===== config.mk =====
export PLATFORM = sky130hd
export DESIGN_NAME = knn_vote_top
export DESIGN_NICKNAME = d
export VERILOG_FILES = /design/src/common/knn_vote_pkg.sv /design/src/rtl/knn_vote_top.sv /design/src/rtl/knn_wb_regs.sv /design/src/rtl/vote_ctrl_fsm.sv /design/src/rtl/vote_argmax.sv /design/src/rtl/vote_tally.sv /design/src/rtl/vote_step_counter.sv
export SDC_FILE = /design/constraint.sdc
export NUM_CORES = 1
export LEC_CHECK = 0
export BUFFER_PORTS_ARGS = -buffer_cell sky130_fd_sc_hd__buf_4
export CORE_ASPECT_RATIO = 0.6
export CORE_MARGIN = 2
export CORE_UTILIZATION = 35
export DETAILED_ROUTE_END_ITERATION = 10
export HOLD_SLACK_MARGIN = 0.05
export PLACE_DENSITY = 0.55
export SYNTH_ARGS = -nofsm -noshare
export SYNTH_HDL_FRONTEND = slang
export SYNTH_HIERARCHICAL = 1
export SYNTH_SLANG_ARGS = --single-unit

===== constraint.sdc =====
create_clock -name clk -period 2.5 [get_ports clk]
set_input_delay 0 -clock clk [delete_from_list [all_inputs] [get_ports clk]]
set_output_delay 0 -clock clk [all_outputs]
set_load 0.01 [all_outputs]

===== src/common/knn_vote_pkg.sv =====
package knn_vote_pkg;

    localparam int NUM_NEIGHBORS    = 7;  // K of the vote.
    localparam int CLASS_NUM        = 6;
    localparam int LABEL_W          = 3;  // Label 0 plus labels 1 to 6.
    localparam int VOTE_W           = 3;  // Holds up to NUM_NEIGHBORS votes.
    localparam int STEP_W           = 3;
    localparam int ADR_W            = 4;  // Word address.
    localparam int DATA_W           = 16;
    localparam int RESULT_VOTES_LSB = 8;  // Votes field position in the result register.

    typedef logic [LABEL_W-1:0] label_t;
    typedef logic [VOTE_W-1:0]  vote_t;
    typedef logic [STEP_W-1:0]  step_t;

    typedef label_t [NUM_NEIGHBORS-1:0] label_vec_t;
    // Entry i counts the votes for label i+1.
    typedef vote_t [CLASS_NUM-1:0] tally_t;

    typedef struct packed {
        label_t label;
        vote_t  votes;
    } result_t;

    typedef struct packed {
        logic              cyc;
        logic              stb;
        logic              we;
        logic [ADR_W-1:0]  adr;
        logic [DATA_W-1:0] dat;
    } wb_req_t;

    typedef struct packed {
        logic              ack;
        logic [DATA_W-1:0] dat;
    } wb_rsp_t;

    typedef enum logic [1:0] {
        ST_IDLE,
        ST_COUNT,
        ST_SCAN,
        ST_DONE
    } vote_state_e;

    typedef enum logic [ADR_W-1:0] {
        REG_CTRL_STATUS = 4'd0,  // Write bit 0 starts, read bit 0 busy and bit 1 done.
        REG_RESULT      = 4'd1,
        REG_LABEL_BASE  = 4'd2   // Label n sits at REG_LABEL_BASE + n.
    } reg_addr_e;

endpackage

===== src/rtl/knn_vote_top.sv =====
`timescale 1ns/1ps

module knn_vote_top
    import knn_vote_pkg::*;
(
    input  logic    clk,
    input  logic    rst_n,
    input  wb_req_t wb_req,
    output wb_rsp_t wb_rsp,
    output logic    done
);

    label_vec_t labels;
    result_t    result;
    tally_t     tally;
    step_t      index;
    logic       start;
    logic       start_accept;
    logic       busy;
    logic       last;
    logic       step_clear;
    logic       count_en;
    logic       scan;

    // A start that arrives mid-run must not wipe the tally or the result.
    assign start_accept = start && !busy;

    knn_wb_regs regs_i (
        .clk    (clk),
        .rst_n  (rst_n),
        .wb_req (wb_req),
        .wb_rsp (wb_rsp),
        .busy   (busy),
        .done   (done),
        .result (result),
        .labels (labels),
        .start  (start)
    );

    vote_ctrl_fsm fsm_i (
        .clk        (clk),
        .rst_n      (rst_n),
        .start      (start),
        .last       (last),
        .step_clear (step_clear),
        .count_en   (count_en),
        .scan       (scan),
        .busy       (busy),
        .done       (done)
    );

    vote_step_counter step_i (
        .clk        (clk),
        .rst_n      (rst_n),
        .step_clear (step_clear),
        .scan       (scan),
        .index      (index),
        .last       (last)
    );

    vote_tally tally_i (
        .clk      (clk),
        .rst_n    (rst_n),
        .clear    (start_accept),
        .count_en (count_en),
        .labels   (labels),
        .index    (index),
        .tally    (tally)
    );

    vote_argmax argmax_i (
        .clk    (clk),
        .rst_n  (rst_n),
        .clear  (start_accept),
        .scan   (scan),
        .index  (index),
        .tally  (tally),
        .result (result)
    );

endmodule


===== src/rtl/knn_wb_regs.sv =====
`timescale 1ns/1ps

module knn_wb_regs
    import knn_vote_pkg::*;
(
    input  logic       clk,
    input  logic       rst_n,
    input  wb_req_t    wb_req,
    output wb_rsp_t    wb_rsp,
    input  logic       busy,
    input  logic       done,
    input  result_t    result,
    output label_vec_t labels,
    output logic       start
);

    logic              req;
    logic              wr;
    logic              ack_q;
    logic              start_q;
    logic              lbl_hit;
    logic [ADR_W-1:0]  lbl_idx;
    logic [DATA_W-1:0] rdata;
    logic [DATA_W-1:0] rdata_q;

    assign req = wb_req.cyc && wb_req.stb && !ack_q;  // A request not yet answered.
    assign wr  = req && wb_req.we;

    // Addresses below the label base wrap to large offsets and miss.
    assign lbl_idx = wb_req.adr - ADR_W'(REG_LABEL_BASE);
    assign lbl_hit = (lbl_idx < ADR_W'(NUM_NEIGHBORS));

    always_comb begin
        rdata = '0;
        case (reg_addr_e'(wb_req.adr))
            REG_CTRL_STATUS: begin
                rdata[0] = busy;
                rdata[1] = done;
            end
            REG_RESULT: begin
                rdata[LABEL_W-1:0]                 = result.label;
                rdata[RESULT_VOTES_LSB +: VOTE_W]  = result.votes;
            end
            default: begin
                for (int n = 0; n < NUM_NEIGHBORS; n++) begin
                    if (lbl_hit && lbl_idx == ADR_W'(n)) begin
                        rdata[LABEL_W-1:0] = labels[n];
                    end
                end
            end
        endcase
    end

    always_ff @(posedge clk or negedge rst_n) begin
        if (!rst_n) begin
            ack_q   <= 1'b0;
            start_q <= 1'b0;
        end else begin
            ack_q   <= req;
            start_q <= wr && wb_req.adr == ADR_W'(REG_CTRL_STATUS) && wb_req.dat[0];
        end
    end

    always_ff @(posedge clk or negedge rst_n) begin
        if (!rst_n) begin
            labels <= '0;
        end else if (wr && lbl_hit && !busy) begin  // Labels are frozen during a run.
            for (int n = 0; n < NUM_NEIGHBORS; n++) begin
                if (lbl_idx == ADR_W'(n)) begin
                    labels[n] <= wb_req.dat[LABEL_W-1:0];
                end
            end
        end
    end

    always_ff @(posedge clk or negedge rst_n) begin
        if (!rst_n) begin
            rdata_q <= '0;
        end else if (req) begin
            rdata_q <= rdata;
        end
    end

    assign wb_rsp.ack = ack_q;
    assign wb_rsp.dat = rdata_q;
    assign start      = start_q;  // Lines up with ack.

endmodule


===== src/rtl/vote_ctrl_fsm.sv =====
`timescale 1ns/1ps

module vote_ctrl_fsm
    import knn_vote_pkg::*;
(
    input  logic clk,
    input  logic rst_n,
    input  logic start,
    input  logic last,
    output logic step_clear,
    output logic count_en,
    output logic scan,
    output logic busy,
    output logic done
);

    vote_state_e state;
    vote_state_e state_next;
    logic        start_ok;

    // Start is only honoured when no classification is running.
    assign start_ok = start && (state == ST_IDLE || state == ST_DONE);

    always_comb begin
        state_next = state;
        case (state)
            ST_IDLE: begin
                if (start_ok) begin
                    state_next = ST_COUNT;
                end
            end
            ST_COUNT: begin
                if (last) begin
                    state_next = ST_SCAN;
                end
            end
            ST_SCAN: begin
                if (last) begin
                    state_next = ST_DONE;
                end
            end
            ST_DONE: begin
                if (start_ok) begin
                    state_next = ST_COUNT;
                end
            end
            default: state_next = ST_IDLE;
        endcase
    end

    always_ff @(posedge clk or negedge rst_n) begin
        if (!rst_n) begin
            state <= ST_IDLE;
        end else begin
            state <= state_next;
        end
    end

    // The step counter restarts for the neighbour walk and again for the class scan.
    assign step_clear = start_ok || (state == ST_COUNT && last);
    assign count_en   = (state == ST_COUNT);
    assign scan       = (state == ST_SCAN);
    assign busy       = (state == ST_COUNT) || (state == ST_SCAN);
    assign done       = (state == ST_DONE);

endmodule


===== src/rtl/vote_argmax.sv =====
`timescale 1ns/1ps

module vote_argmax
    import knn_vote_pkg::*;
(
    input  logic    clk,
    input  logic    rst_n,
    input  logic    clear,
    input  logic    scan,
    input  step_t   index,
    input  tally_t  tally,
    output result_t result
);

    vote_t cur_votes;

    always_comb begin
        cur_votes = '0;
        for (int c = 0; c < CLASS_NUM; c++) begin
            if (index == step_t'(c)) begin
                cur_votes = tally[c];
            end
        end
    end

    always_ff @(posedge clk or negedge rst_n) begin
        if (!rst_n) begin
            result <= '0;
        end else if (clear) begin
            result <= '0;
        end else if (scan) begin
            if (index == '0) begin
                result.label <= label_t'(1);  // Class 1 seeds the search.
                result.votes <= cur_votes;
            end else if (cur_votes > result.votes) begin
                // Strictly greater, so ties stay with the lower label.
                result.label <= label_t'(index) + label_t'(1);
                result.votes <= cur_votes;
            end
        end
    end

endmodule


===== src/rtl/vote_tally.sv =====
`timescale 1ns/1ps

module vote_tally
    import knn_vote_pkg::*;
(
    input  logic       clk,
    input  logic       rst_n,
    input  logic       clear,
    input  logic       count_en,
    input  label_vec_t labels,
    input  step_t      index,
    output tally_t     tally
);

    label_t cur_label;

    always_comb begin
        cur_label = '0;
        for (int n = 0; n < NUM_NEIGHBORS; n++) begin
            if (index == step_t'(n)) begin
                cur_label = labels[n];
            end
        end
    end

    // Label 0 and labels above CLASS_NUM match no counter and cast no vote.
    always_ff @(posedge clk or negedge rst_n) begin
        if (!rst_n) begin
            tally <= '0;
        end else if (clear) begin
            tally <= '0;
        end else if (count_en) begin
            for (int c = 0; c < CLASS_NUM; c++) begin
                if (cur_label == label_t'(c + 1)) begin
                    tally[c] <= tally[c] + vote_t'(1);
                end
            end
        end
    end

endmodule


===== src/rtl/vote_step_counter.sv =====
`timescale 1ns/1ps

module vote_step_counter
    import knn_vote_pkg::*;
(
    input  logic  clk,
    input  logic  rst_n,
    input  logic  step_clear,
    input  logic  scan,
    output step_t index,
    output logic  last
);

    step_t final_idx;

    // Neighbour walk when scan is low, class scan when it is high.
    assign final_idx = scan ? step_t'(CLASS_NUM - 1) : step_t'(NUM_NEIGHBORS - 1);
    assign last      = (index == final_idx);

    always_ff @(posedge clk or negedge rst_n) begin
        if (!rst_n) begin
            index <= '0;
        end else if (step_clear) begin
            index <= '0;
        end else if (index < final_idx) begin  // Holds once the final step is reached.
            index <= index + step_t'(1);
        end
    end

endmodule


==> flow_results.org <==
** Run status
- Status :: finished with violations
- The final reports fail on setup timing.

** Logic synthesis
- Number of enable-type register cells in the synthesized netlist :: 0
- Share of synthesized flip-flops with an asynchronous set or reset :: 100.0%
- The synthesized design contains 58 register bits.
- Ranked by total cell area, the synthesized netlist is headed by sky130_fd_sc_hd__dfrtp_1, sky130_fd_sc_hd__ha_1, sky130_fd_sc_hd__mux2_2.
- Yosys top cell area share :: 36.40%
- Top FF cell, synth :: sky130_fd_sc_hd__dfrtp_1
- Area of the mapped netlist :: 0.003988 mm^2
- Of the synthesized area, sequential elements account for 36.40%.
- The cell count after synthesis came out at 404.
- Ranking of synthesized cells by instance count :: sky130_fd_sc_hd__dfrtp_1, sky130_fd_sc_hd__nand2_1, sky130_fd_sc_hd__inv_1, sky130_fd_sc_hd__mux2_2, sky130_fd_sc_hd__a21oi_1
- Syn Area/Cell :: 9.870 um^2
- Most instantiated library cell after synthesis :: sky130_fd_sc_hd__dfrtp_1
- Library cell occupying the most area in the post-synthesis netlist :: sky130_fd_sc_hd__dfrtp_1
- Count of cell types in the netlist :: 70
- Yosys synthesis warning count :: 6

** Power
- Power density over cell area :: 1071 mW/mm^2
- Total power for the finished layout comes to 5266 uW.
- For this design the static power due to leakage is 0.002221 uW.
- VDD sags by at most 447.6 uV.

** Global route
- The first global-routing pass estimated 16530 um of wire.
- Grt total ovfl :: 0
- In the global route stage, overall resource usage came out at 17.19%.
- Largest net degree at the start of global routing :: 59
- Initial antenna violation count :: 0
- The via count of the first global-routing pass is 3066.

** Critical path
- Reg-to-reg setup timing slack :: -130 ps
- The worst setup path is launched from a flop.
- STA puts the critical path data arrival time at 2830 ps.
- In this run the critical register-to-register path is captured at argmax_i/result[1].
- Capturing instance or port of the critical path :: argmax_i/result[1]
- Capturing element type of the critical path :: flop
- The critical path starts at step_i/index[0].
- The worst register-to-register path begins at step_i/index[0].
- The critical path is of the flop to flop type.
- Critical-path cell list :: ha_4 -> ha_4 -> a211oi_2 -> o21ai_1 -> a41oi_2 -> inv_2 -> ha_4 -> nor2b_4 -> o311a_4 -> o21ai_4 -> o22ai_2
- WP data required :: 2700 ps
- Along the worst path, the maximum fanout reaches 6.
- Slowest cell delay on critical path :: 450 ps
- Measured in cells, the most critical reg-to-reg path has a length of 11.
- Cell type of the slowest stage on the worst timing path :: sky130_fd_sc_hd__dfrtp_2
- Most Frequent Cell on Critical Path :: sky130_fd_sc_hd__ha_4

** Drt
- The routed design has 9888 um of wire.
- The routed layout has 3095 vias.
- Remaining number of nets flagged by the antenna check after routing :: 0
- The first TritonRoute pass finished after 4 iterations.
- Iteration-0 DRC count of the detailed router :: 246
- In the routed design, unresolved DRC markers number 0.
- In the routed layout, each cell is associated on average with a via count of 5.176.
- Wirelength per Cell :: 16.54 um

** Final layout
- Counting the fill cells in the layout gives 1076.
- Cells fill 43.97% of the core in the end.
- Across the whole layout, storage elements account for 0.001454 mm^2.
- Synthesis-to-layout area growth :: 23.34%
- Design Area, Final :: 0.004918 mm^2
- Fraction of final layout cells sized beyond drive strength 1 :: 30.18%
- 0 antenna diodes ended up in the layout.
- Number of nets in the final layout :: 496
- Multi-input combinational cell area :: 0.002416 mm^2
- Number of non-filler instances in the completed layout :: 598

** Clocking
- CTS H-tree depth :: 3
- Clock tree synthesis inserted a total of 9 buffers.
- The clock net in this run drives a total of 58 sinks.
- The tree is rooted in a sky130_fd_sc_hd__clkbuf_16.
- Clock insertion delay at the later pin of the skew report :: 330 ps
- Largest buffer count on any clock path :: 2
- Clock-pin slew was measured on the worst setup and hold paths at 50 ps.
- TritonCTS clock tree :: done

** STA
- Crit path time final :: 2633 ps
- The number of hold violations in the final report was 0.
- Measured against its own limit, the worst slew margin works out to 26.75%.
- Final setup slack of the worst path :: -132.5 ps
- Unrepaired setup endpoints after global routing :: yes
- Max Clock Skew :: 7.724 ps
- Final Setup Violations :: 6
- Timing would allow up to 379.9 MHz.
- The number of max-slew violations in the final report was 0.
- At the pin with the least slew margin, the transition time is 1071 ps.
- Final clock period utilization by the worst path :: 105.3%

** Placement
- Setup Slack @ Placement :: -132.4 ps
- Port buffering added 19 buffers.
- Placed cell areas :: 0.004372 mm^2
- Detailed Place HPWL :: 7189 um
- Routability-driven placement finished with a final weighted congestion of 0.8893.
- Including well taps, the total number of placed cells is 573.

** Flow run
- Max-cap violations in this run came to 0.

** Floorplan
- Overall die area :: 0.01229 mm^2
- CORE AREA :: 0.01119 mm^2
- Measured along the x axis, the die boundary spans 141.8 um.
- Chip Height :: 86.68 um
- The initialized floorplan defines 30 standard-cell rows.
- Once the floorplan was initialized, standard cells occupied 35.65% of the core.
- I/O pin total :: 43

** Hold path
- Kind of path behind the tightest hold check :: input port to flop
[layout make-up]
cell class / instances / area share [%]
Inverter: 25 / 1.908
Sequential cell: 58 / 29.56
Timing Repair Buffer: 53 / 8.954
Multi-Input combinational cell: 302 / 49.12
Tap cell: 144 / 3.663
Clock buffer: 10 / 4.655
Clock inverter: 6 / 2.137
[per-stage QoR]
step | setup TNS [ps] | hold slack [ps]
2_1_floorplan | 0 | -295.6
3_3_place_gp | -261.0 | 125.1
3_5_place_dp | -734.7 | 132.3
4_1_cts | -494.9 | 61.01
5_1_grt | -1178 | 80.81
6_report | -674.8 | 72.41
[routing by layer]
| metal | share of wire [%] | global-route usage (%) |
|---|---|---|
| met2 | 39 | 22.73 |
| met4 | 0.13 | 3.727 |
| met3 | 5.6 | 5.359 |
| met5 | 0 | 0 |
| met1 | 55 | 26.79 |
[how the worst min path moves through the flow]
| stage | startpoint | to | slack (ps) | depth (start not counted) |
|---|---|---|---|---|
| after floorplan | rst_n | argmax_i/result[0] | -300 | 0 |
| after global placement | rst_n | regs_i/ack_q | 130 | 1 |
| after detailed placement | rst_n | regs_i/ack_q | 130 | 1 |
| after CTS | wb_req[21] | regs_i/rdata_q[10] | 60 | 4 |
| after global routing | wb_req[21] | regs_i/rdata_q[10] | 80 | 4 |
| final | wb_req[21] | regs_i/rdata_q[8] | 70 | 4 |
[placed cells by master, fill, tap and decap left out, types with 3 or more instances in the layout]
| cell type | n |
|---|---|
| sky130_fd_sc_hd__clkbuf_16 | 9 |
| sky130_fd_sc_hd__a21oi_1 | 23 |
| sky130_fd_sc_hd__mux2_1 | 7 |
| sky130_fd_sc_hd__o21ai_0 | 14 |
| sky130_fd_sc_hd__ha_1 | 16 |
| sky130_fd_sc_hd__nor2b_1 | 14 |
| sky130_fd_sc_hd__a31oi_1 | 3 |
| sky130_fd_sc_hd__a21o_1 | 3 |
| sky130_fd_sc_hd__dlygate4sd3_1 | 7 |
| sky130_fd_sc_hd__mux2i_1 | 8 |
| sky130_fd_sc_hd__nand3_1 | 14 |
| sky130_fd_sc_hd__bufinv_16 | 3 |
| sky130_fd_sc_hd__dfrtp_1 | 56 |
| sky130_fd_sc_hd__nor2b_4 | 3 |
| sky130_fd_sc_hd__mux2_2 | 24 |
| sky130_fd_sc_hd__ha_4 | 4 |
| sky130_fd_sc_hd__o31ai_1 | 4 |
| sky130_fd_sc_hd__nand2b_1 | 19 |
| sky130_fd_sc_hd__nand2_1 | 27 |
| sky130_fd_sc_hd__o21ai_1 | 5 |
| sky130_fd_sc_hd__or3_1 | 5 |
| sky130_fd_sc_hd__nor2_1 | 14 |
| sky130_fd_sc_hd__conb_1 | 10 |
| sky130_fd_sc_hd__or4_1 | 3 |
| sky130_fd_sc_hd__inv_1 | 23 |
| sky130_fd_sc_hd__clkinv_2 | 3 |
| sky130_fd_sc_hd__a211oi_1 | 3 |
| sky130_fd_sc_hd__o22ai_1 | 3 |
| sky130_fd_sc_hd__nand3b_1 | 4 |
| sky130_fd_sc_hd__and2_1 | 3 |
| sky130_fd_sc_hd__nor3_1 | 9 |
| sky130_fd_sc_hd__buf_4 | 44 |
| sky130_fd_sc_hd__o22ai_2 | 5 |
[flip-flops by register name (all words and copies together) (netlist names)]
signal	cells
regs_i/labels	21
step_i/index	3
tally_i/tally	18
regs_i/rdata_q	6
argmax_i/result	6
fsm_i/state	2
regs_i/start	1
regs_i/ack_q	1
[logic make-up after synthesis]
| group | share of synthesized area [%] |
|---|---|
| buf+inv | 7.154 |
| xor+xnor | 0.2197 |
| flops | 36.40 |
| compound gates | 16.10 |
| other cells | 0.09404 |
| fa+ha+maj | 6.903 |
| mux | 11.70 |
| simple gates | 21.43 |
[report_power, final]
group | internal (uW) | switching, uW
clock | 968 | 436
combinational | 1200 | 1270
sequential | 1160 | 231
total | 3330 | 1940
[repair_timing]
| item | CTS | global route |
|---|---|---|
| setup endpoints to repair | 6 | 12 |
| resized for setup | 8 | 15 |
| hold buffers | 7 | 0 |
| hold endpoints to repair | 80 | 0 |
| buffers inserted | 2 | 0 |
| pin swaps | 3 | 9 |
[critical path, delay by kind of cell (launching register included)]
kind	cells	cell delay, ps
adder cells (fa/ha/maj)	3	570
AND/OR/NAND/NOR	1	120
buffers and inverters	1	80
AO/OA/AOI/OAI	6	1270
flip-flops	1	450
(Power assumes the default switching activity.)
